===== config.mk =====
export PLATFORM = sky130hd
export DESIGN_NAME = busCycleDecode
export DESIGN_NICKNAME = d
export VERILOG_FILES = /design/src/design/hostPkg.sv /design/src/design/memMapPkg.sv /design/src/design/busCycleDecode.sv
export SDC_FILE = /design/constraint.sdc
export NUM_CORES = 1
export LEC_CHECK = 0
export ABC_AREA = 1
export BUFFER_PORTS_ARGS = -buffer_cell sky130_fd_sc_hd__buf_2
export CAP_MARGIN = 20
export CELL_PAD_IN_SITES_DETAIL_PLACEMENT = 0
export CELL_PAD_IN_SITES_GLOBAL_PLACEMENT = 1
export CORE_ASPECT_RATIO = 0.5
export CORE_MARGIN = 2
export CORE_UTILIZATION = 27
export DETAILED_ROUTE_END_ITERATION = 10
export PLACE_DENSITY_LB_ADDON = 0.1
export SLEW_MARGIN = 15
export SYNTH_ARGS = -nofsm -noshare
export SYNTH_HDL_FRONTEND = slang
export SYNTH_SLANG_ARGS = --single-unit

===== constraint.sdc =====
create_clock -name pll_clk -period 1.1 [get_ports pll_clk]
set_input_delay 0.11 -clock pll_clk [delete_from_list [all_inputs] [get_ports pll_clk]]
set_output_delay 0.11 -clock pll_clk [all_outputs]
set_load 0.005 [all_outputs]

===== src/design/hostPkg.sv =====
package hostPkg;

    // ~~~~~~~~~~~~~~~~~~~~~~~~~~~~~~~~~~~~~~~~
    // Bus widths
    // ~~~~~~~~~~~~~~~~~~~~~~~~~~~~~~~~~~~~~~~~

    // One byte on the CPU data bus
    localparam int dataWidth = 8;

    // Full CPU address bus
    localparam int addrWidth = 16;

    // Index into one 512-byte memory
    localparam int memIndexWidth = 9;

    // ~~~~~~~~~~~~~~~~~~~~~~~~~~~~~~~~~~~~~~~~
    // Serial timing
    // ~~~~~~~~~~~~~~~~~~~~~~~~~~~~~~~~~~~~~~~~

    // pll_clk cycles per serial bit
    localparam int serialBitCycles = 8;

    // Width of the bit-period counter
    localparam int bitTimerWidth = $clog2(serialBitCycles);

    // ~~~~~~~~~~~~~~~~~~~~~~~~~~~~~~~~~~~~~~~~
    // Bus cycle classification
    // ~~~~~~~~~~~~~~~~~~~~~~~~~~~~~~~~~~~~~~~~

    // One value per kind of CPU bus cycle
    typedef enum logic [2:0] {
        idle     = 3'd0,
        memRead  = 3'd1,
        memWrite = 3'd2,
        ioRead   = 3'd3,
        ioWrite  = 3'd4,
        intAck   = 3'd5
    } busCycle;

endpackage


===== src/design/memMapPkg.sv =====
package memMapPkg;

    // ~~~~~~~~~~~~~~~~~~~~~~~~~~~~~~~~~~~~~~~~
    // Memory and IO map
    // ~~~~~~~~~~~~~~~~~~~~~~~~~~~~~~~~~~~~~~~~

    // Address bit 9 picks RAM when set, ROM when clear
    localparam int romSelectBit = 9;

    // IO high byte for writes to the serial port
    localparam logic [7:0] ioTxPage = 8'h00;

    // IO high byte for reading the serial busy flag
    localparam logic [7:0] ioStatusPage = 8'h02;

    // Byte placed on the bus during interrupt acknowledge
    localparam logic [7:0] intVector = 8'h80;

    // ROM byte is the inverted low byte with 0x5A XORed in for the upper 256 bytes
    function automatic logic [hostPkg::dataWidth-1:0] romByte(
        input logic [hostPkg::memIndexWidth-1:0] index
    );
        return ~index[7:0] ^ (index[8] ? 8'h5A : 8'h00);
    endfunction

endpackage


===== src/design/busCycleDecode.sv =====
`timescale 1ns/1ps

module busCycleDecode
(
    input  logic                               pll_clk,
    input  logic                               rst,
    input  logic                               nM1,
    input  logic                               nMreq,
    input  logic                               nIorq,
    input  logic                               nRd,
    input  logic                               nWr,
    input  logic [hostPkg::addrWidth-1:0]      address,
    input  logic [hostPkg::dataWidth-1:0]      writeData,
    output hostPkg::busCycle                   cycleType,
    output logic                               ramSelect,
    output logic [hostPkg::memIndexWidth-1:0]  memIndex,
    output logic [hostPkg::dataWidth-1:0]      ioPage,
    output logic [hostPkg::dataWidth-1:0]      wrByte,
    output logic                               ramWrite,
    output logic                               txWrite
);
    import hostPkg::*;
    import memMapPkg::*;

    busCycle nextCycle;

    // ~~~~~~~~~~~~~~~~~~~~~~~~~~~~~~~~~~~~~~~~
    // Strobe pattern to cycle type
    // ~~~~~~~~~~~~~~~~~~~~~~~~~~~~~~~~~~~~~~~~

    // Bit order is nM1, nMreq, nIorq, nRd, nWr
    always_comb
    begin
        casez ({nM1, nMreq, nIorq, nRd, nWr})
            // M1 with IORQ is the interrupt acknowledge
            5'b0?0??: nextCycle = intAck;
            5'b?010?: nextCycle = memRead;
            5'b?01?0: nextCycle = memWrite;
            5'b1100?: nextCycle = ioRead;
            5'b110?0: nextCycle = ioWrite;
            default:  nextCycle = idle;
        endcase
    end

    // Control state and write strobes
    always_ff @(posedge pll_clk)
    begin
        if (rst)
        begin
            cycleType <= idle;
            ramWrite  <= 1'b0;
            txWrite   <= 1'b0;
        end
        else
        begin
            cycleType <= nextCycle;
            // Only RAM takes writes, ROM space is silently ignored
            ramWrite  <= (nextCycle == memWrite) && address[romSelectBit];
            txWrite   <= (nextCycle == ioWrite) && (address[15:8] == ioTxPage);
        end
    end

    // Address fields and write byte
    always_ff @(posedge pll_clk)
    begin
        ramSelect <= address[romSelectBit];
        memIndex  <= address[memIndexWidth-1:0];
        ioPage    <= address[15:8];
        wrByte    <= writeData;
    end

endmodule


==> flow_summary.toml <==
[routing]
vias = 737
drc = 0
avgRoutedWirePerCell_um = 9.487
drt_wl_total_um = 1888
viasPerCell = 3.704
first_pass_iters = 4
ant_nets = 0
drtIter0Drc = 17

[setup_path]
cp.required_ns = 1.31
arrival_ns = 1.21
critPathLaunchType = "primary input"
critPathCaptureType = "register"
crit_fanout = 2
worstSetupPathType = "primary input to register"

[placement]
placed_cell_area_um2 = 1094
numPortBuffers = 61
hpwl_um = 1210
place_congestion = 0.6746

[clock_network]
root_buffer = "clkbuf_8"
clock-sinks = 29
cts_tree = "yes"
cts_buffers = 5
post-cts-setup-buffers = 0
clkTransAtPathRegs_ns = 0.06
clk_path_buf_depth = 2
htreeDepth = 2

[power_and_ir_drop]
ir_drop_v = 0.0007510
powerDensity_nw_per_um2 = 1777
power_leakage_nw = 0.7728

[timing]
fin_crit_ns = 0.9943
max-slew-margin-rel_pct = 92.29
slew_viol_final = 0
fmax_ghz = 1.006
fin_setup_tns_ns = 0
fin_worst_hold_slack_ns = 0.2381
setup_viol = 0
finalHoldViolCount = 0
post-route-period-util_pct = 90.39
tightest_slew_ns = 0.1153

[synth]
syn_area_um2 = 757.0
yosysUniqueCellTypes = 9
synth_seq_cells = 29
ys_warn_count = 0
seq_area_frac_synth_pct = 76.69
synth_area_per_cell_um2 = 10.81
synth_cells = 70
synthesis.nets = 101

[worst_hold_path]
holdCritPathClass = "primary input to register"
hold_depth = 6

[floorplan]
die_y_um = 41.44
pin_count = 62
start_util_pct = 28.73
die_x_um = 78.88
die_area_um2 = 3269
coreArea_um2 = 2635
rows = 13

[run_status]
outcome = "complete, no violations"

[cells_and_area]
nFillCells = 235
area_growth_syn_to_layout_pct = 95.54
layout-drive-gt1-share_pct = 45.68
fin_area_um2 = 1480
diodes = 0
layout.nets = 192

[grt]
grt_pass1_wl_um = 2925
grt.overflow.total = 0
grt_pass1_vias = 709
antenna_found_initial = 0
grt_max_degree = 11
grt_util_all_layers_pct = 11.96

[flow_run]
drv_cap = 0
-- sequential cells by signal, summed over array words and instances (netlist names) --
signal / cells
cycleType: 3
wrByte: 8
ioPage: 8
ramWrite: 1
memIndex: 8
txWrite: 1
-- path summary, 6_finish.rpt --
check,start,end,slack [ns]
max,address[15],txWrite,0.11
min,nRd,cycleType[0],0.24
-- layout by cell type (no fill, tap or decap), drive strengths merged --
| cell type | n |
|---|---|
| buf | 61 |
| bufinv | 2 |
| clkbuf | 5 |
| clkinv | 1 |
| dfxtp | 29 |
| dlygate4sd3 | 25 |
| inv | 8 |
| nand2 | 14 |
| nand3 | 4 |
| nor2 | 12 |
| or2 | 1 |
-- critical path: stages --
cell	delay, ns
dlygate4sd3_1	0.54
buf_2	0.13
nor2_1	0.09
nand2_1	0.08
nor2_2	0.12
nand2_1	0.06
nor2_1	0.09
-- report_power, final --
group	internal, W	switching, W
combinational	0.000146	0.0000846
clock	0.000899	0.000386
sequential	0.00110	0.0000115
total	0.00215	0.000482
-- what timing repair did --
| item | CTS | global route |
|---|---|---|
| hold endpoints to repair | 25 | 0 |
| setup endpoints to repair | 0 | 1 |
| hold buffers | 25 | 0 |
| resized for setup | 0 | 1 |
-- cell usage after synthesis (all sizes together) --
cell	count	area (µm²)
nand2	14	60.06
or2	1	6.260
nand3	4	20.02
inv	8	30.03
dfxtp	29	580.6
nor2	12	45.04
buf	2	15.01
-- layout make-up --
class | count | area (µm²) | area share (%)
sequential | 29 | 580.6 | 39.22
timing repair buffer | 86 | 555.5 | 37.53
multi-input combinational | 31 | 133.9 | 9.045
clock buffer | 5 | 68.82 | 4.649
clock inverter | 3 | 65.06 | 4.396
tap | 37 | 46.29 | 3.128
inverter | 8 | 30.03 | 2.029
-- metrics by stage --
| step | utilization [%] | setup slack, ns | power, W | cells |
|---|---|---|---|---|
| floorplan | - | 0.4326 | 0.001191 | 70 |
| global placement | 41.50 | 0.2737 | 0.001298 | 166 |
| detailed placement | 41.50 | 0.2717 | 0.001298 | 166 |
| CTS | 56.08 | 0.1199 | 0.002663 | 199 |
| global route | 56.17 | -0.02302 | 0.002735 | 199 |
| finish | 56.17 | 0.1057 | 0.002630 | 199 |
-- cell families after synthesis --
family        Yosys count  share of synthesized area (%)
buf+inv                10                          5.950
flops                  29                          76.69
simple gates           31                          17.36
-- routing by layer --
layer / global-route usage (%) / part of all wire (%) / up-vias
li1: - / - / 389
met1: 11.94 / 40 / 311
met2: 20.85 / 49 / 32
met3: 5.217 / 8.6 / 5
met4: 7.241 / 2.4 / 0
met5: 0 / 0 / -
Power figures use the tool's default switching activity.
