## config.mk

```make
export PLATFORM = sky130hd
export DESIGN_NAME = readDataSelect
export DESIGN_NICKNAME = d
export VERILOG_FILES = /design/src/design/hostPkg.sv /design/src/design/memMapPkg.sv /design/src/design/readDataSelect.sv
export SDC_FILE = /design/constraint.sdc
export NUM_CORES = 1
export LEC_CHECK = 0
export BUFFER_PORTS_ARGS = -buffer_cell sky130_fd_sc_hd__clkbuf_2
export CAP_MARGIN = 20
export CELL_PAD_IN_SITES_DETAIL_PLACEMENT = 1
export CELL_PAD_IN_SITES_GLOBAL_PLACEMENT = 1
export CORE_MARGIN = 3
export CORE_UTILIZATION = 32
export CTS_BUF_LIST = sky130_fd_sc_hd__clkbuf_8
export DETAILED_ROUTE_END_ITERATION = 10
export GPL_TIMING_DRIVEN = 1
export PLACE_DENSITY = 0.88
export SLEW_MARGIN = 25
export SYNTH_ARGS = -nofsm -noshare
export SYNTH_HDL_FRONTEND = slang
export SYNTH_SLANG_ARGS = --single-unit
export TNS_END_PERCENT = 50
```

## constraint.sdc

```tcl
create_clock -name pll_clk -period 1.44 [get_ports pll_clk]
set_clock_uncertainty 0.2 [all_clocks]
set_input_delay 0.288 -clock pll_clk [delete_from_list [all_inputs] [get_ports pll_clk]]
set_output_delay 0.288 -clock pll_clk [all_outputs]
set_load 0.01 [all_outputs]
```

## src/design/hostPkg.sv

```systemverilog
package hostPkg;

    // ~~~~~~~~~~~~~~~~~~~~~~~~~~~~~~~~~~~~~~~~
    // Bus widths
    // ~~~~~~~~~~~~~~~~~~~~~~~~~~~~~~~~~~~~~~~~

    // One byte on the CPU data bus
    localparam int dataWidth = 8;

    // Full CPU address bus
    localparam int addrWidth = 16;

    // Index into one 512-byte memory
    localparam int memIndexWidth = 9;

    // ~~~~~~~~~~~~~~~~~~~~~~~~~~~~~~~~~~~~~~~~
    // Serial timing
    // ~~~~~~~~~~~~~~~~~~~~~~~~~~~~~~~~~~~~~~~~

    // pll_clk cycles per serial bit
    localparam int serialBitCycles = 8;

    // Width of the bit-period counter
    localparam int bitTimerWidth = $clog2(serialBitCycles);

    // ~~~~~~~~~~~~~~~~~~~~~~~~~~~~~~~~~~~~~~~~
    // Bus cycle classification
    // ~~~~~~~~~~~~~~~~~~~~~~~~~~~~~~~~~~~~~~~~

    // One value per kind of CPU bus cycle
    typedef enum logic [2:0] {
        idle     = 3'd0,
        memRead  = 3'd1,
        memWrite = 3'd2,
        ioRead   = 3'd3,
        ioWrite  = 3'd4,
        intAck   = 3'd5
    } busCycle;

endpackage

```

## src/design/memMapPkg.sv

```systemverilog
package memMapPkg;

    // ~~~~~~~~~~~~~~~~~~~~~~~~~~~~~~~~~~~~~~~~
    // Memory and IO map
    // ~~~~~~~~~~~~~~~~~~~~~~~~~~~~~~~~~~~~~~~~

    // Address bit 9 picks RAM when set, ROM when clear
    localparam int romSelectBit = 9;

    // IO high byte for writes to the serial port
    localparam logic [7:0] ioTxPage = 8'h00;

    // IO high byte for reading the serial busy flag
    localparam logic [7:0] ioStatusPage = 8'h02;

    // Byte placed on the bus during interrupt acknowledge
    localparam logic [7:0] intVector = 8'h80;

    // ROM byte is the inverted low byte with 0x5A XORed in for the upper 256 bytes
    function automatic logic [hostPkg::dataWidth-1:0] romByte(
        input logic [hostPkg::memIndexWidth-1:0] index
    );
        return ~index[7:0] ^ (index[8] ? 8'h5A : 8'h00);
    endfunction

endpackage

```

## src/design/readDataSelect.sv

```systemverilog
`timescale 1ns/1ps

module readDataSelect
(
    input  logic                          pll_clk,
    input  logic                          rst,
    input  hostPkg::busCycle              cycleType,
    input  logic [hostPkg::dataWidth-1:0] ioPage,
    input  logic [hostPkg::dataWidth-1:0] memByte,
    input  logic                          busy,
    output logic [hostPkg::dataWidth-1:0] readData,
    output logic                          readValid
);
    import hostPkg::*;
    import memMapPkg::*;

    busCycle              cycleDelay;
    logic [dataWidth-1:0] pageDelay;
    logic [dataWidth-1:0] selByte;

    // ~~~~~~~~~~~~~~~~~~~~~~~~~~~~~~~~~~~~~~~~
    // Alignment with the memory read
    // ~~~~~~~~~~~~~~~~~~~~~~~~~~~~~~~~~~~~~~~~

    always_ff @(posedge pll_clk)
    begin
        if (rst)
        begin
            cycleDelay <= idle;
        end
        else
        begin
            cycleDelay <= cycleType;
        end
    end

    always_ff @(posedge pll_clk)
    begin
        pageDelay <= ioPage;
    end

    // ~~~~~~~~~~~~~~~~~~~~~~~~~~~~~~~~~~~~~~~~
    // Read byte mux
    // ~~~~~~~~~~~~~~~~~~~~~~~~~~~~~~~~~~~~~~~~

    always_comb
    begin
        case (cycleDelay)
            memRead: selByte = memByte;
            // Status page returns busy in bit 0, other pages read as zero
            ioRead:  selByte = (pageDelay == ioStatusPage) ? {7'b0, busy} : 8'h00;
            intAck:  selByte = intVector;
            default: selByte = 8'h00;
        endcase
    end

    // Output register with one valid pulse per read
    always_ff @(posedge pll_clk)
    begin
        if (rst)
        begin
            readValid <= 1'b0;
        end
        else
        begin
            readValid <= (cycleDelay == memRead) || (cycleDelay == ioRead) ||
                         (cycleDelay == intAck);
        end
    end

    always_ff @(posedge pll_clk)
    begin
        readData <= selByte;
    end

endmodule

```

==> flow_metrics.py <==
metrics = {
    "status": {
        "status": "complete, no violations",
    },
    "sta": {
        "setup_violations": 0,
        "tns_ps": 0,
        "min_period_ps": 1180,
        "max-slew-margin-rel_pct": 77.3,
        "hold_viol": 0,
        "tightest_slew_ps": 339,
        "fmax_mhz": 844,
        "rsz0062_at_grt": "no",
        "whs_ps": 39.8,
        "slew_violations": 0,
        "period_share_pct": 82.2,
    },
    "grt": {
        "grt_max_degree": 13,
        "grt_use_total_pct": 11.1,
        "overflow": 0,
        "grt_antenna_before_repair": 0,
        "grt_pass1_vias": 396,
        "grt_pass1_wl_um": 1620,
    },
    "cts": {
        "path_clk_slew_ps": 70,
        "cts_root_buf": "clkbuf_8",
        "clockBufferDepth": 2,
        "clkSinkCount": 20,
        "cts_resized": 0,
        "cts_tree": "done",
        "clk-insertion-delay-late_ps": 240,
        "cts_setup_buffers": 0,
        "cts_buffers": 3,
        "cts_htree_levels": 1,
    },
    "layout": {
        "final_cell_mix": "clkbuf_2, dfxtp_1, dlygate4sd3_1, and2_1",
        "n_antenna_cell": 0,
        "fin_nets": 103,
        "final_common_cell": "clkbuf_2",
        "register_area_um2": 400,
        "syn_to_final_growth_pct": 60.9,
        "multi_input_area_um2": 124,
        "nFillCells": 169,
        "drive_gt1_share_pct": 43.8,
    },
    "critical_path": {
        "critPathKind": "reg2out",
        "end_kind": "primary output",
        "crit_arrival_ps": 700,
        "critPathLaunch": "readData[0]",
        "slowest_delay_ps": 320,
        "r2r_slack_ps": 320,
        "cp_slowest_cell": "dfxtp_1",
        "rr_worst_depth": 2,
        "cp_num_cells": 1,
        "start_kind": "flop",
        "crit_required_ps": 950,
        "reg2reg_from": "cycleDelay[2]",
        "crit_family": "flip-flops",
        "critPathBufInv": 1,
        "reg2reg_to": "readData[6]",
        "path_cells": "clkbuf_2",
        "path_max_fanout": 1,
    },
    "floorplanning": {
        "fp.coreArea_um2": 1520,
        "row_count": 14,
        "start_util_pct": 34.6,
        "die_area_um2": 2170,
        "die_h_um": 46.6,
        "ios": 31,
        "die_w_um": 46.6,
    },
    "drt": {
        "drt_iter0_drc": 4,
        "viasPerCell": 4.27,
        "vias": 410,
        "avgRoutedWirePerCell_um": 10.8,
        "drt-pass1-iter-count": 4,
        "wl_um": 1040,
        "route.detailed.drc": 0,
        "ant_nets": 0,
    },
    "power_and_ir_drop": {
        "switching_share_pct": 16.8,
        "power.density_nw_per_um2": 1410,
        "p_comb_share_pct": 6.2,
        "seqPwrFrac_pct": 48.9,
        "ir_drop_mv": 0.753,
        "leakagePower_uw": 0.000411,
        "switching_power_uw": 201,
        "internal-power_uw": 998,
        "pwr-share-clk_pct": 44.9,
    },
    "place": {
        "place_congestion": 0.616,
        "port_buffers": 30,
    },
    "min_path": {
        "hp-start": "memByte[1]",
        "holdPathStages": 2,
        "hp-class": "in2reg",
        "min_to": "readData[1]",
    },
    "yosys": {
        "ys_seq_area_share_pct": 75.8,
        "yosysWarningCount": 0,
        "synthTopCellsByArea": "dfxtp_1, and2_1, nor2b_1",
        "syn_area_per_cell_um2": 13.9,
        "synth-seq-cells": 20,
        "synth_cells": 38,
        "syn-cell-area_um2": 528,
        "yosys.area.top_type_share_pct": 75.8,
        "synth_top_cell_by_area": "dfxtp_1",
        "synth_nets": 60,
        "ys_types": 12,
    },
    "flow_run": {
        "cap_violations": 0,
    },
}
what timing repair did:
action,4_1_cts,5_1_grt
hold endpoints to repair,8,0
hold buffers,8,0
endpoints found under the setup margin,0,0
synth_stat cells:
| library cell | instances |
|---|---|
| nor4_1 | 1 |
| and2_1 | 6 |
| nor3_1 | 1 |
| a211oi_1 | 1 |
| a32o_1 | 1 |
| inv_1 | 1 |
| nor2b_1 | 3 |
| nor2_1 | 1 |
| dfxtp_1 | 20 |
| and4bb_1 | 1 |
| nor4bb_1 | 1 |
| nor3b_2 | 1 |
cell type report:
class	count	share of cell area (%)
Timing Repair Buffer	38	27.1
Tap cell	16	2.36
Clock buffer	3	4.86
Inverter	1	0.442
Clock inverter	1	3.53
Sequential cell	20	47.1
Multi-Input combinational cell	17	14.6
logic make-up after synthesis:
group / Yosys count / share of synthesized area (%)
buf+inv: 1 / 0.710
compound gates: 2 / 3.32
flops: 20 / 75.8
simple gates: 15 / 20.1
worst max-delay path by stage:
stage                        to  slack (ps)
floorplan           readData[0]         390
global placement    readData[0]         320
detailed placement  readData[0]         300
CTS                 readData[0]         240
global route        readData[4]         210
finish              readData[0]         260
power by group through the flow:
stage	clock network, µW	logic [µW]	registers [µW]
2_1_floorplan	0	14.7	603
3_3_place_gp	0	56.2	599
3_5_place_dp	0	57.8	600
4_1_cts	552	75.1	587
5_1_grt	579	84.0	589
6_report	539	74.3	587
layer usage:
layer / GRT usage, % / part of all wire, % / wire length (µm)
met5: 0 / 0 / 0
met4: 6.63 / 0.87 / 9
met3: 3.91 / 14 / 146
met2: 18.1 / 47 / 490
met1: 12.3 / 38 / 390
registers in the layout (all words and copies together), names as in the netlist:
signal and count:
readValid 1, readData 8, cycleDelay 3, pageDelay 8
per-stage QoR:
stage | instances | cell area [µm²] | total power, µW | setup WS (ps) | util, %
after floorplan | 38 | 528 | 618 | 393 | -
after global placement | 84 | 698 | 655 | 318 | 45.8
after detailed placement | 84 | 698 | 657 | 304 | 45.8
after CTS | 96 | 850 | 1210 | 245 | 55.7
after global routing | 96 | 850 | 1250 | 212 | 55.7
final | 96 | 850 | 1200 | 256 | 55.7
Note: power is estimated with default switching activity, not from simulation.
