===== config.mk =====
export PLATFORM = sky130hd
export DESIGN_NAME = serialTx
export DESIGN_NICKNAME = d
export VERILOG_FILES = /design/src/design/hostPkg.sv /design/src/design/serialTx.sv
export SDC_FILE = /design/constraint.sdc
export NUM_CORES = 1
export LEC_CHECK = 0
export ABC_AREA = 1
export BUFFER_PORTS_ARGS = -buffer_cell sky130_fd_sc_hd__buf_2
export CAP_MARGIN = 20
export CORE_MARGIN = 1.5
export CORE_UTILIZATION = 58
export CTS_BUF_LIST = sky130_fd_sc_hd__clkbuf_2
export CTS_CLUSTER_DIAMETER = 50
export DETAILED_ROUTE_END_ITERATION = 12
export GPL_ROUTABILITY_DRIVEN = 1
export PLACE_DENSITY = 0.9
export SYNTH_ARGS = -nofsm -noshare
export SYNTH_HDL_FRONTEND = slang
export SYNTH_SLANG_ARGS = --single-unit

===== constraint.sdc =====
create_clock -name pll_clk -period 1.6 [get_ports pll_clk]
set_input_delay 0.08 -clock pll_clk [delete_from_list [all_inputs] [get_ports pll_clk]]
set_output_delay 0.08 -clock pll_clk [all_outputs]
set_load 0.05 [all_outputs]

===== src/design/hostPkg.sv =====
package hostPkg;

    // ~~~~~~~~~~~~~~~~~~~~~~~~~~~~~~~~~~~~~~~~
    // Bus widths
    // ~~~~~~~~~~~~~~~~~~~~~~~~~~~~~~~~~~~~~~~~

    // One byte on the CPU data bus
    localparam int dataWidth = 8;

    // Full CPU address bus
    localparam int addrWidth = 16;

    // Index into one 512-byte memory
    localparam int memIndexWidth = 9;

    // ~~~~~~~~~~~~~~~~~~~~~~~~~~~~~~~~~~~~~~~~
    // Serial timing
    // ~~~~~~~~~~~~~~~~~~~~~~~~~~~~~~~~~~~~~~~~

    // pll_clk cycles per serial bit
    localparam int serialBitCycles = 8;

    // Width of the bit-period counter
    localparam int bitTimerWidth = $clog2(serialBitCycles);

    // ~~~~~~~~~~~~~~~~~~~~~~~~~~~~~~~~~~~~~~~~
    // Bus cycle classification
    // ~~~~~~~~~~~~~~~~~~~~~~~~~~~~~~~~~~~~~~~~

    // One value per kind of CPU bus cycle
    typedef enum logic [2:0] {
        idle     = 3'd0,
        memRead  = 3'd1,
        memWrite = 3'd2,
        ioRead   = 3'd3,
        ioWrite  = 3'd4,
        intAck   = 3'd5
    } busCycle;

endpackage


===== src/design/serialTx.sv =====
`timescale 1ns/1ps

module serialTx
(
    input  logic                          pll_clk,
    input  logic                          rst,
    input  logic                          txWrite,
    input  logic [hostPkg::dataWidth-1:0] wrByte,
    output logic                          serialOut,
    output logic                          busy
);
    import hostPkg::*;

    // Frame phases
    typedef enum logic [1:0] {
        txIdle  = 2'd0,
        txStart = 2'd1,
        txData  = 2'd2,
        txStop  = 2'd3
    } txState;

    txState                   state;
    logic [bitTimerWidth-1:0] bitTimer;
    logic [2:0]               bitIndex;
    logic [dataWidth-1:0]     shiftReg;
    logic                     bitDone;
    logic                     loadByte;
    logic                     shiftBit;

    // ~~~~~~~~~~~~~~~~~~~~~~~~~~~~~~~~~~~~~~~~
    // Bit timing
    // ~~~~~~~~~~~~~~~~~~~~~~~~~~~~~~~~~~~~~~~~

    // Last pll_clk cycle of the current bit
    assign bitDone = (bitTimer == bitTimerWidth'(serialBitCycles - 1));

    // Writes while a frame is going out are dropped
    assign loadByte = txWrite && (state == txIdle);

    // Next data bit leaves the shifter at the end of start and data bits
    assign shiftBit = bitDone && ((state == txStart) ||
                                  ((state == txData) && (bitIndex != 3'd7)));

    // ~~~~~~~~~~~~~~~~~~~~~~~~~~~~~~~~~~~~~~~~
    // Frame FSM
    // ~~~~~~~~~~~~~~~~~~~~~~~~~~~~~~~~~~~~~~~~

    always_ff @(posedge pll_clk)
    begin
        if (rst)
        begin
            state     <= txIdle;
            bitTimer  <= '0;
            bitIndex  <= '0;
            serialOut <= 1'b1;
            busy      <= 1'b0;
        end
        else
        begin
            case (state)
                txIdle:
                begin
                    bitTimer <= '0;
                    if (loadByte)
                    begin
                        // Start bit goes out together with busy
                        state     <= txStart;
                        serialOut <= 1'b0;
                        busy      <= 1'b1;
                    end
                end
                txStart:
                begin
                    bitTimer <= bitTimer + 1'b1;
                    if (bitDone)
                    begin
                        state     <= txData;
                        bitIndex  <= '0;
                        serialOut <= shiftReg[0];
                    end
                end
                txData:
                begin
                    bitTimer <= bitTimer + 1'b1;
                    if (bitDone)
                    begin
                        if (bitIndex == 3'd7)
                        begin
                            state     <= txStop;
                            serialOut <= 1'b1;
                        end
                        else
                        begin
                            bitIndex  <= bitIndex + 1'b1;
                            serialOut <= shiftReg[0];
                        end
                    end
                end
                txStop:
                begin
                    bitTimer <= bitTimer + 1'b1;
                    // busy drops once the full stop bit has been sent
                    if (bitDone)
                    begin
                        state <= txIdle;
                        busy  <= 1'b0;
                    end
                end
                default:
                begin
                    state <= txIdle;
                end
            endcase
        end
    end

    // LSB first, so shift right after each bit
    always_ff @(posedge pll_clk)
    begin
        if (loadByte)
        begin
            shiftReg <= wrByte;
        end
        else if (shiftBit)
        begin
            shiftReg <= shiftReg >> 1;
        end
    end

endmodule


==> metrics.md, run 1 <==
| Metric | Value |
|---|---|
| Status | `completed` |
| Hold Violations, Final | `0` |
| Dpl cell area | `0.001023 sq mm` |
| Final setup violating endpoints | `0` |
| Initial antenna violation count | `0` |
| Area grow syn2layout | `14.19%` |
| Crit path kind | `reg2reg` |
| Post-Synthesis Net Count | `133` |
| Yosys warns | `0` |
| Nets | `153` |
| Endpoint class of the critical path | `flip-flop` |
| Setup slack after layout | `0.1405 ns` |
| Die H | `42.96 um` |
| Clock Skew | `0.006304 ns` |
| Comb power frac | `43.4%` |
| Final core utilization | `70.18%` |
| Clock Power Share | `11.9%` |
| Placed instance count | `143` |
| Post-DP HPWL | `1238 um` |
| Internal power | `939.4 uW` |
| Worst r2r path cells | `7` |
| Worst R2R Setup Slack | `0.14 ns` |
| Root buf cell | `clkbuf_2` |
| Clock sinks | `18` |
| Fmax | `0.6852 GHz` |
| Sequential Power Share | `44.7%` |
| Cell Rows | `14` |
| Clock insertion delay at the later pin of the skew report | `0.30 ns` |
| Cell area after synthesis | `925.9 sq um` |
| Total global-route track usage | `21.42%` |
| Post-Syn Area per Cell | `8.194 sq um` |
| Worst slew pin tran | `0.2549 ns` |
| GR Overflow Total | `0` |
| #FFs+latches synth | `18` |
| Die W | `42.96 um` |
| Final min period | `1.459 ns` |
| Non-Filler Instances | `148` |
| Wl on met1 | `741 um` |
| Max_cap viols | `0` |
| 1st-pass router iterations | `5` |
| CTS tree | `done` |
| Hold Crit Class | `in2reg` |
| Antenna Nets Post-Route | `0` |
| Vias in the first global route | `728` |
| Vias/cell | `5.074` |
| # fillers | `112` |
| Post-DR wirelength/cell | `10.70 um` |
| Fin. max-slew vios | `0` |
| Vias | `751` |
| Initial Utilization | `61.46%` |
| VDD IR max | `0.9146 mV` |
| # diodes | `0` |
| Final wirelength | `1584 um` |
| WP data arrival | `1.47 ns` |
| Register area | `442.9 sq um` |
| Setup Buffers After CTS | `0` |
| Required @ worst endpoint | `1.61 ns` |
| WL met3 | `82 um` |
| Met2 WL | `736 um` |
| Critical Path Fanout Max | `8` |
| First-pass GRT wire length | `2932 um` |
| Pin count of the biggest net entering global routing | `11` |
| Post-route cell area | `0.001057 sq mm` |
| Worst setup SP type | `flip-flop` |
| Tcrit/Tclk final | `91.22%` |
| # DRC | `0` |
| PwrDens | `1487 mW/mm^2` |
| Layout cell share with drive strength beyond 1 | `21.97%` |
| Area of the multi-input gates | `430.4 sq um` |
| Number of H-tree levels | `1` |
| Iter 0 DRT Violations | `20` |
| Io pins | `13` |
| Max Used Layer | `met4` |
| Total net switching power | `632.6 uW` |
| Share of the yosys chip area belonging to registers | `47.57%` |
| Final Wtd Congestion | `0.8566` |
| Hold Crit Depth | `3` |
| Pre-CTS setup slack | `0.03456 ns` |
| Syn Inst Count | `113` |
| Max Buffers Root-to-Sink | `2` |
| CTS Buf Count | `3` |
| Cell variety after synth | `19` |
| Port buffer count | `12` |
| Die footprint | `0.001845 sq mm` |
| Slew margin rel. | `83.12%` |
| Reg clk slew, reported paths | `0.16 ns` |
| Core area | `0.001506 sq mm` |
| P_leak | `0.0005393 uW` |
| Net Sw Frac | `40.24%` |
==> metal layers <==
| metal | GRT usage [%] | up-vias |
|---|---|---|
| li1 | - | 392 |
| met1 | 28.77 | 336 |
| met2 | 33.03 | 19 |
| met3 | 3.830 | 4 |
| met4 | 10.91 | 0 |
| met5 | 0 | - |
==> cell families (layout without fill, tap and decap cells) <==
logic type	count (synthesis)	after routing	share of synthesized area (%)
flops	18	18	47.57
buf+inv	15	34	6.216
simple gates	65	65	30.81
fa+ha+maj	9	9	12.16
compound gates	6	6	3.242
==> layout by cell type, fill, tap and decap left out, drive strengths merged <==
master and n:
clkbuf 3, nor2 17, nand3 5, o21ai 2
clkinv 1, nor3 1, inv 14, nand4 1
dlygate4sd3 1, or2 2, a21oi 4, edfxtp 8
nand2 39, ha 9, buf 15, dfxtp 10
==> repair_timing <==
item | in CTS | in global routing
hold buffers | 1 | 0
endpoints found under the hold margin | 3 | 0
resized for setup | 0 | 4
setup endpoints to repair | 0 | 11
==> worst max-delay path: stages, from the launching register on <==
cell and delay (ns):
dfxtp_2 0.36, ha_1 0.19, ha_1 0.19, inv_1 0.06, nand2_2 0.05, inv_1 0.06, o21ai_1 0.08, nand2_2 0.19
==> worst paths after layout <==
kind                                 start                endpoint
setup / recovery  bitIndex[0]$_SDFFE_PP0P_   shiftReg[6]$_DFFE_PP_
setup reg to reg  bitIndex[0]$_SDFFE_PP0P_   shiftReg[6]$_DFFE_PP_
hold / removal                   wrByte[1]   shiftReg[1]$_DFFE_PP_
hold reg to reg     bitTimer[0]$_SDFF_PP0_  bitTimer[0]$_SDFF_PP0_
==> metrics by stage <==
step | total power, uW | hold slack, ns | TNS [ns]
detailed placement | 1382 | 0.3142 | 0
global placement | 1353 | 0.3155 | 0
global route | 1716 | 0.04650 | -0.1279
finish | 1572 | 0.03488 | 0
floorplan | 1211 | 0.1491 | 0
CTS | 1569 | 0.02954 | 0
==> power by group through the flow <==
| stage | registers (uW) | clock network [uW] | logic, uW |
|---|---|---|---|
| floorplan | 769 | 0 | 442 |
| CTS | 701 | 192 | 676 |
| global route | 719 | 212 | 785 |
| finish | 702 | 187 | 682 |
| detailed placement | 713 | 0 | 670 |
| global placement | 706 | 0 | 647 |
==> sequential cells by signal, indices dropped and copies added (netlist names) <==
register   count
shiftReg       8
bitIndex       3
bitTimer       3
state          2
busy           1
serialOut      1
==> cell usage after synthesis <==
master	number	share of area (%)
a21oi_1	4	2.2
buf_2	1	0.54
dfxtp_1	10	22
edfxtp_1	8	26
ha_1	9	12
inv_1	12	4.9
inv_2	2	0.81
nand2_1	38	15
nand2_2	1	0.68
nand3_1	5	2.7
nand4_1	1	0.68
nor2_1	14	5.7
nor2_2	2	1.4
nor2_4	1	1.2
nor3_4	1	1.8
o21ai_0	1	0.54
o21ai_1	1	0.54
or2_0	1	0.68
or2_2	1	0.68
==> cell type report <==
cell class / instances / area share, %
Inverter: 14 / 4.970
Clock inverter: 1 / 0.3550
Timing Repair Buffer: 16 / 8.757
Sequential cell: 18 / 41.89
Clock buffer: 3 / 1.420
Tap cell: 16 / 1.893
Multi-Input combinational cell: 80 / 40.71
Note: power is estimated with default switching activity, not from simulation.
==> run 2, diff against run 1 <==
--- a/config.mk
+++ b/config.mk
@@ -8,13 +8,16 @@
 export ABC_AREA = 1
 export BUFFER_PORTS_ARGS = -buffer_cell sky130_fd_sc_hd__buf_2
 export CAP_MARGIN = 20
+export CELL_PAD_IN_SITES_DETAIL_PLACEMENT = 0
+export CELL_PAD_IN_SITES_GLOBAL_PLACEMENT = 1
 export CORE_MARGIN = 1.5
-export CORE_UTILIZATION = 58
+export CORE_UTILIZATION = 43
 export CTS_BUF_LIST = sky130_fd_sc_hd__clkbuf_2
 export CTS_CLUSTER_DIAMETER = 50
+export CTS_CLUSTER_SIZE = 14
 export DETAILED_ROUTE_END_ITERATION = 12
 export GPL_ROUTABILITY_DRIVEN = 1
-export PLACE_DENSITY = 0.9
+export PLACE_DENSITY = 0.89
 export SYNTH_ARGS = -nofsm -noshare
 export SYNTH_HDL_FRONTEND = slang
 export SYNTH_SLANG_ARGS = --single-unit
==> run 2 against run 1 <==
Net effect: global-route usage decreased by 4.7 points; critical path type unchanged; critical path depth up 1; routed wire length increased by 2.7%; critical endpoint unchanged; via count decreased by 3.1%; total power rose by 0.86%; sequential cell count stayed put; cell count is 7.4% higher; worst hold slack improved by 0.0082 ns.
==> metrics.md, run 2 (same netlist as run 1, synthesis figures left out) <==
| Metric | Value |
|---|---|
| Fin. max-slew vios | `0 (unchanged)` |
| RSZ-0062 raised after global routing | `no` |
| Initial antenna violation count | `0 (unchanged)` |
| Cell Chain, Critical Path | `ha_1 > ha_1 > inv_1 > nand2_2 > inv_2 > o21ai_1 > nand2_1 > buf_12` |
| Io pins | `13 (unchanged)` |
| Vias in the first global route | `773 (+6.2%)` |
| CTS Buf Count | `3 (unchanged)` |
| PwrDens | `1465 mW/mm^2 (-1.5%)` |
| Hold Violations, Final | `0 (unchanged)` |
| 1st-pass router iterations | `4 (-1)` |
| Antenna Nets Post-Route | `0 (unchanged)` |
| Clock Skew | `0.008638 ns (+0.002334 ns)` |
| Worst R2R Setup Slack | `0.08 ns (-0.06 ns)` |
| Slowest stage delay, CP | `0.36 ns (about the same)` |
| Pin count of the biggest net entering global routing | `11 (unchanged)` |
| Tcrit/Tclk final | `94.86% (+3.6 points)` |
| Reg clk slew, reported paths | `0.17 ns (about the same)` |
| Setup TNS | `0 ns (unchanged)` |
| Iter 0 DRT Violations | `15 (-25%)` |
| Routing usage on met3 | `3.681% (-0.15 points)` |
| Cell Rows | `16 (+2)` |
| Final wirelength | `1626 um (+2.7%)` |
| Most common cell after layout, fill and taps aside | `nand2_1` |
| Met1 track demand over resource | `20.35% (-8.4 points)` |
| Final core utilization | `54.06% (-16 points)` |
| # DRC | `0 (unchanged)` |
| Worst r2r path cells | `8 (+1)` |
| Worst path slowest cell | `dfxtp_2` |
| Crit path capture | `shiftReg[6]$_DFFE_PP_` |
| Largest regs | `shiftReg x8, bitIndex x3, bitTimer x3` |
| Final min period | `1.518 ns (+0.05830 ns)` |
| Slew margin rel. | `82.98% (-0.14 points)` |
| # fillers | `195 (+74%)` |
| Fmax | `0.6589 GHz (-3.8%)` |
| CTS tree | `done` |
| Max reg flops | `8 (unchanged)` |
| Port buffer count | `12 (unchanged)` |
| Die footprint | `0.002440 sq mm (+32%)` |
| Post-DR wirelength/cell | `10.23 um (-4.5%)` |
| Total Power | `1585 uW (+0.86%)` |
| Vias/cell | `4.579 (-9.8%)` |
| CP startpoint | `bitIndex[0]$_SDFFE_PP0P_` |
| Number of H-tree levels | `1 (unchanged)` |
| First-pass GRT wire length | `3146 um (+7.3%)` |
| Final Wtd Congestion | `0.8007 (-6.5%)` |
| Grt met2 use | `29.05% (-4.0 points)` |
| Die H | `49.40 um (+15%)` |
| Clock sinks | `18 (unchanged)` |
| Initial Utilization | `46.25% (-15 points)` |
| WP data arrival | `1.54 ns (+0.07 ns)` |
| Setup Buffers After CTS | `0 (unchanged)` |
| Top cell by count, worst path | `ha_1` |
| GR Overflow Total | `0 (unchanged)` |
| Commonest non-fill, non-tap cells in the layout | `nand2_1, nor2_1, buf_2, inv_1` |
| GRT busiest layer | `met2` |
| R2r endpoint | `shiftReg[6]$_DFFE_PP_` |
| Endpoint class of the critical path | `flip-flop` |
| Total global-route track usage | `16.71% (-4.7 points)` |
| Max Buffers Root-to-Sink | `2 (unchanged)` |
| Layout cell share with drive strength beyond 1 | `21.97% (unchanged)` |
| FF-to-FF Start | `bitIndex[0]$_SDFFE_PP0P_` |
| Required @ worst endpoint | `1.62 ns (about the same)` |
| Worst slew pin tran | `0.2570 ns (+0.002124 ns)` |
| Worst setup SP type | `flip-flop` |
| Max_cap viols | `0 (unchanged)` |
| Vias | `728 (-3.1%)` |
| VDD IR max | `0.7839 mV (-14%)` |
| Root buf cell | `clkbuf_2` |
| Hold Crit Class | `in2reg` |
| Reg with most FFs | `shiftReg` |
| Final setup violating endpoints | `0 (unchanged)` |
| Post-DP HPWL | `1345 um (+8.7%)` |
| P_leak | `0.0005419 uW (+0.49%)` |
| Area grow syn2layout | `16.89%` |
| # diodes | `0 (unchanged)` |
| Status | `completed` |
| Core area | `0.002002 sq mm (+33%)` |
| Critical Path Fanout Max | `8 (unchanged)` |
| Clock insertion delay at the later pin of the skew report | `0.28 ns (-0.02 ns)` |
| Nets | `153 (unchanged)` |
| Crit path kind | `reg2reg` |
| Die W | `49.40 um (+15%)` |
==> run 2: cell counts in the layout (fill, tap and decap cells not counted) <==
Identical to the previous run, type by type.
==> run 2: final cells by class <==
cell class	count	area, sq um	area share [%]
multi-input combinational	80	430.4	39.77
clock buffer	3	15.01	1.387
clock inverter	1	3.754	0.3468
timing repair buffer	16	105.1	9.711
tap	27	33.78	3.121
inverter	14	52.55	4.855
sequential	18	441.7	40.81
==> run 2: worst min-delay path by stage <==
stage / to / cells after the start / slack [ns] / from
floorplan: bitIndex[1]$_SDFFE_PP0P_ / 1 / 0.15 / rst
global placement: bitIndex[2]$_SDFFE_PP0P_ / 2 / 0.31 / rst
detailed placement: busy$_SDFFE_PP0P_ / 2 / 0.32 / rst
CTS: shiftReg[4]$_DFFE_PP_ / 3 / 0.03 / wrByte[4]
global route: shiftReg[6]$_DFFE_PP_ / 3 / 0.02 / wrByte[6]
finish: shiftReg[4]$_DFFE_PP_ / 3 / 0.04 / wrByte[4]
==> run 2: through the flow <==
stage	instance area [sq um]	hold slack, ns	setup WS (ns)	cells
3_5_place_dp	1050	0.3170	0.04060	154
4_1_cts	1079	0.03330	0.01133	159
5_1_grt	1082	0.01663	0.007557	159
6_report	1082	0.04307	0.08224	159
2_1_floorplan	925.9	0.1491	0.1350	113
3_3_place_gp	1050	0.3076	0.1012	154
==> run 2: timing repair <==
item                                    4_1_cts  5_1_grt
endpoints found under the hold margin         3        0
endpoints found under the setup margin        0        9
gates resized for setup                       0        4
hold buffers                                  1        0
==> run 2: critical path, delay by kind of cell (launching register included) <==
| kind | cells | cell delay (ns) |
|---|---|---|
| fa+ha+maj | 2 | 0.40 |
| flops | 1 | 0.36 |
| buf+inv | 3 | 0.26 |
| simple gates | 2 | 0.19 |
| compound gates | 1 | 0.06 |
==> run 2: power by group <==
part | leakage (uW) | total (uW) | switching, uW | internal (uW)
logic | 0.000369 | 704 | 448 | 255
clock network | 0.0000140 | 184 | 130 | 54.4
registers | 0.000159 | 697 | 53.1 | 644
==> run 2: routing by layer <==
metal	up-vias	routed length, um
met5	-	0
li1	394	-
met4	0	11
met3	2	39
met2	6	810
met1	326	764
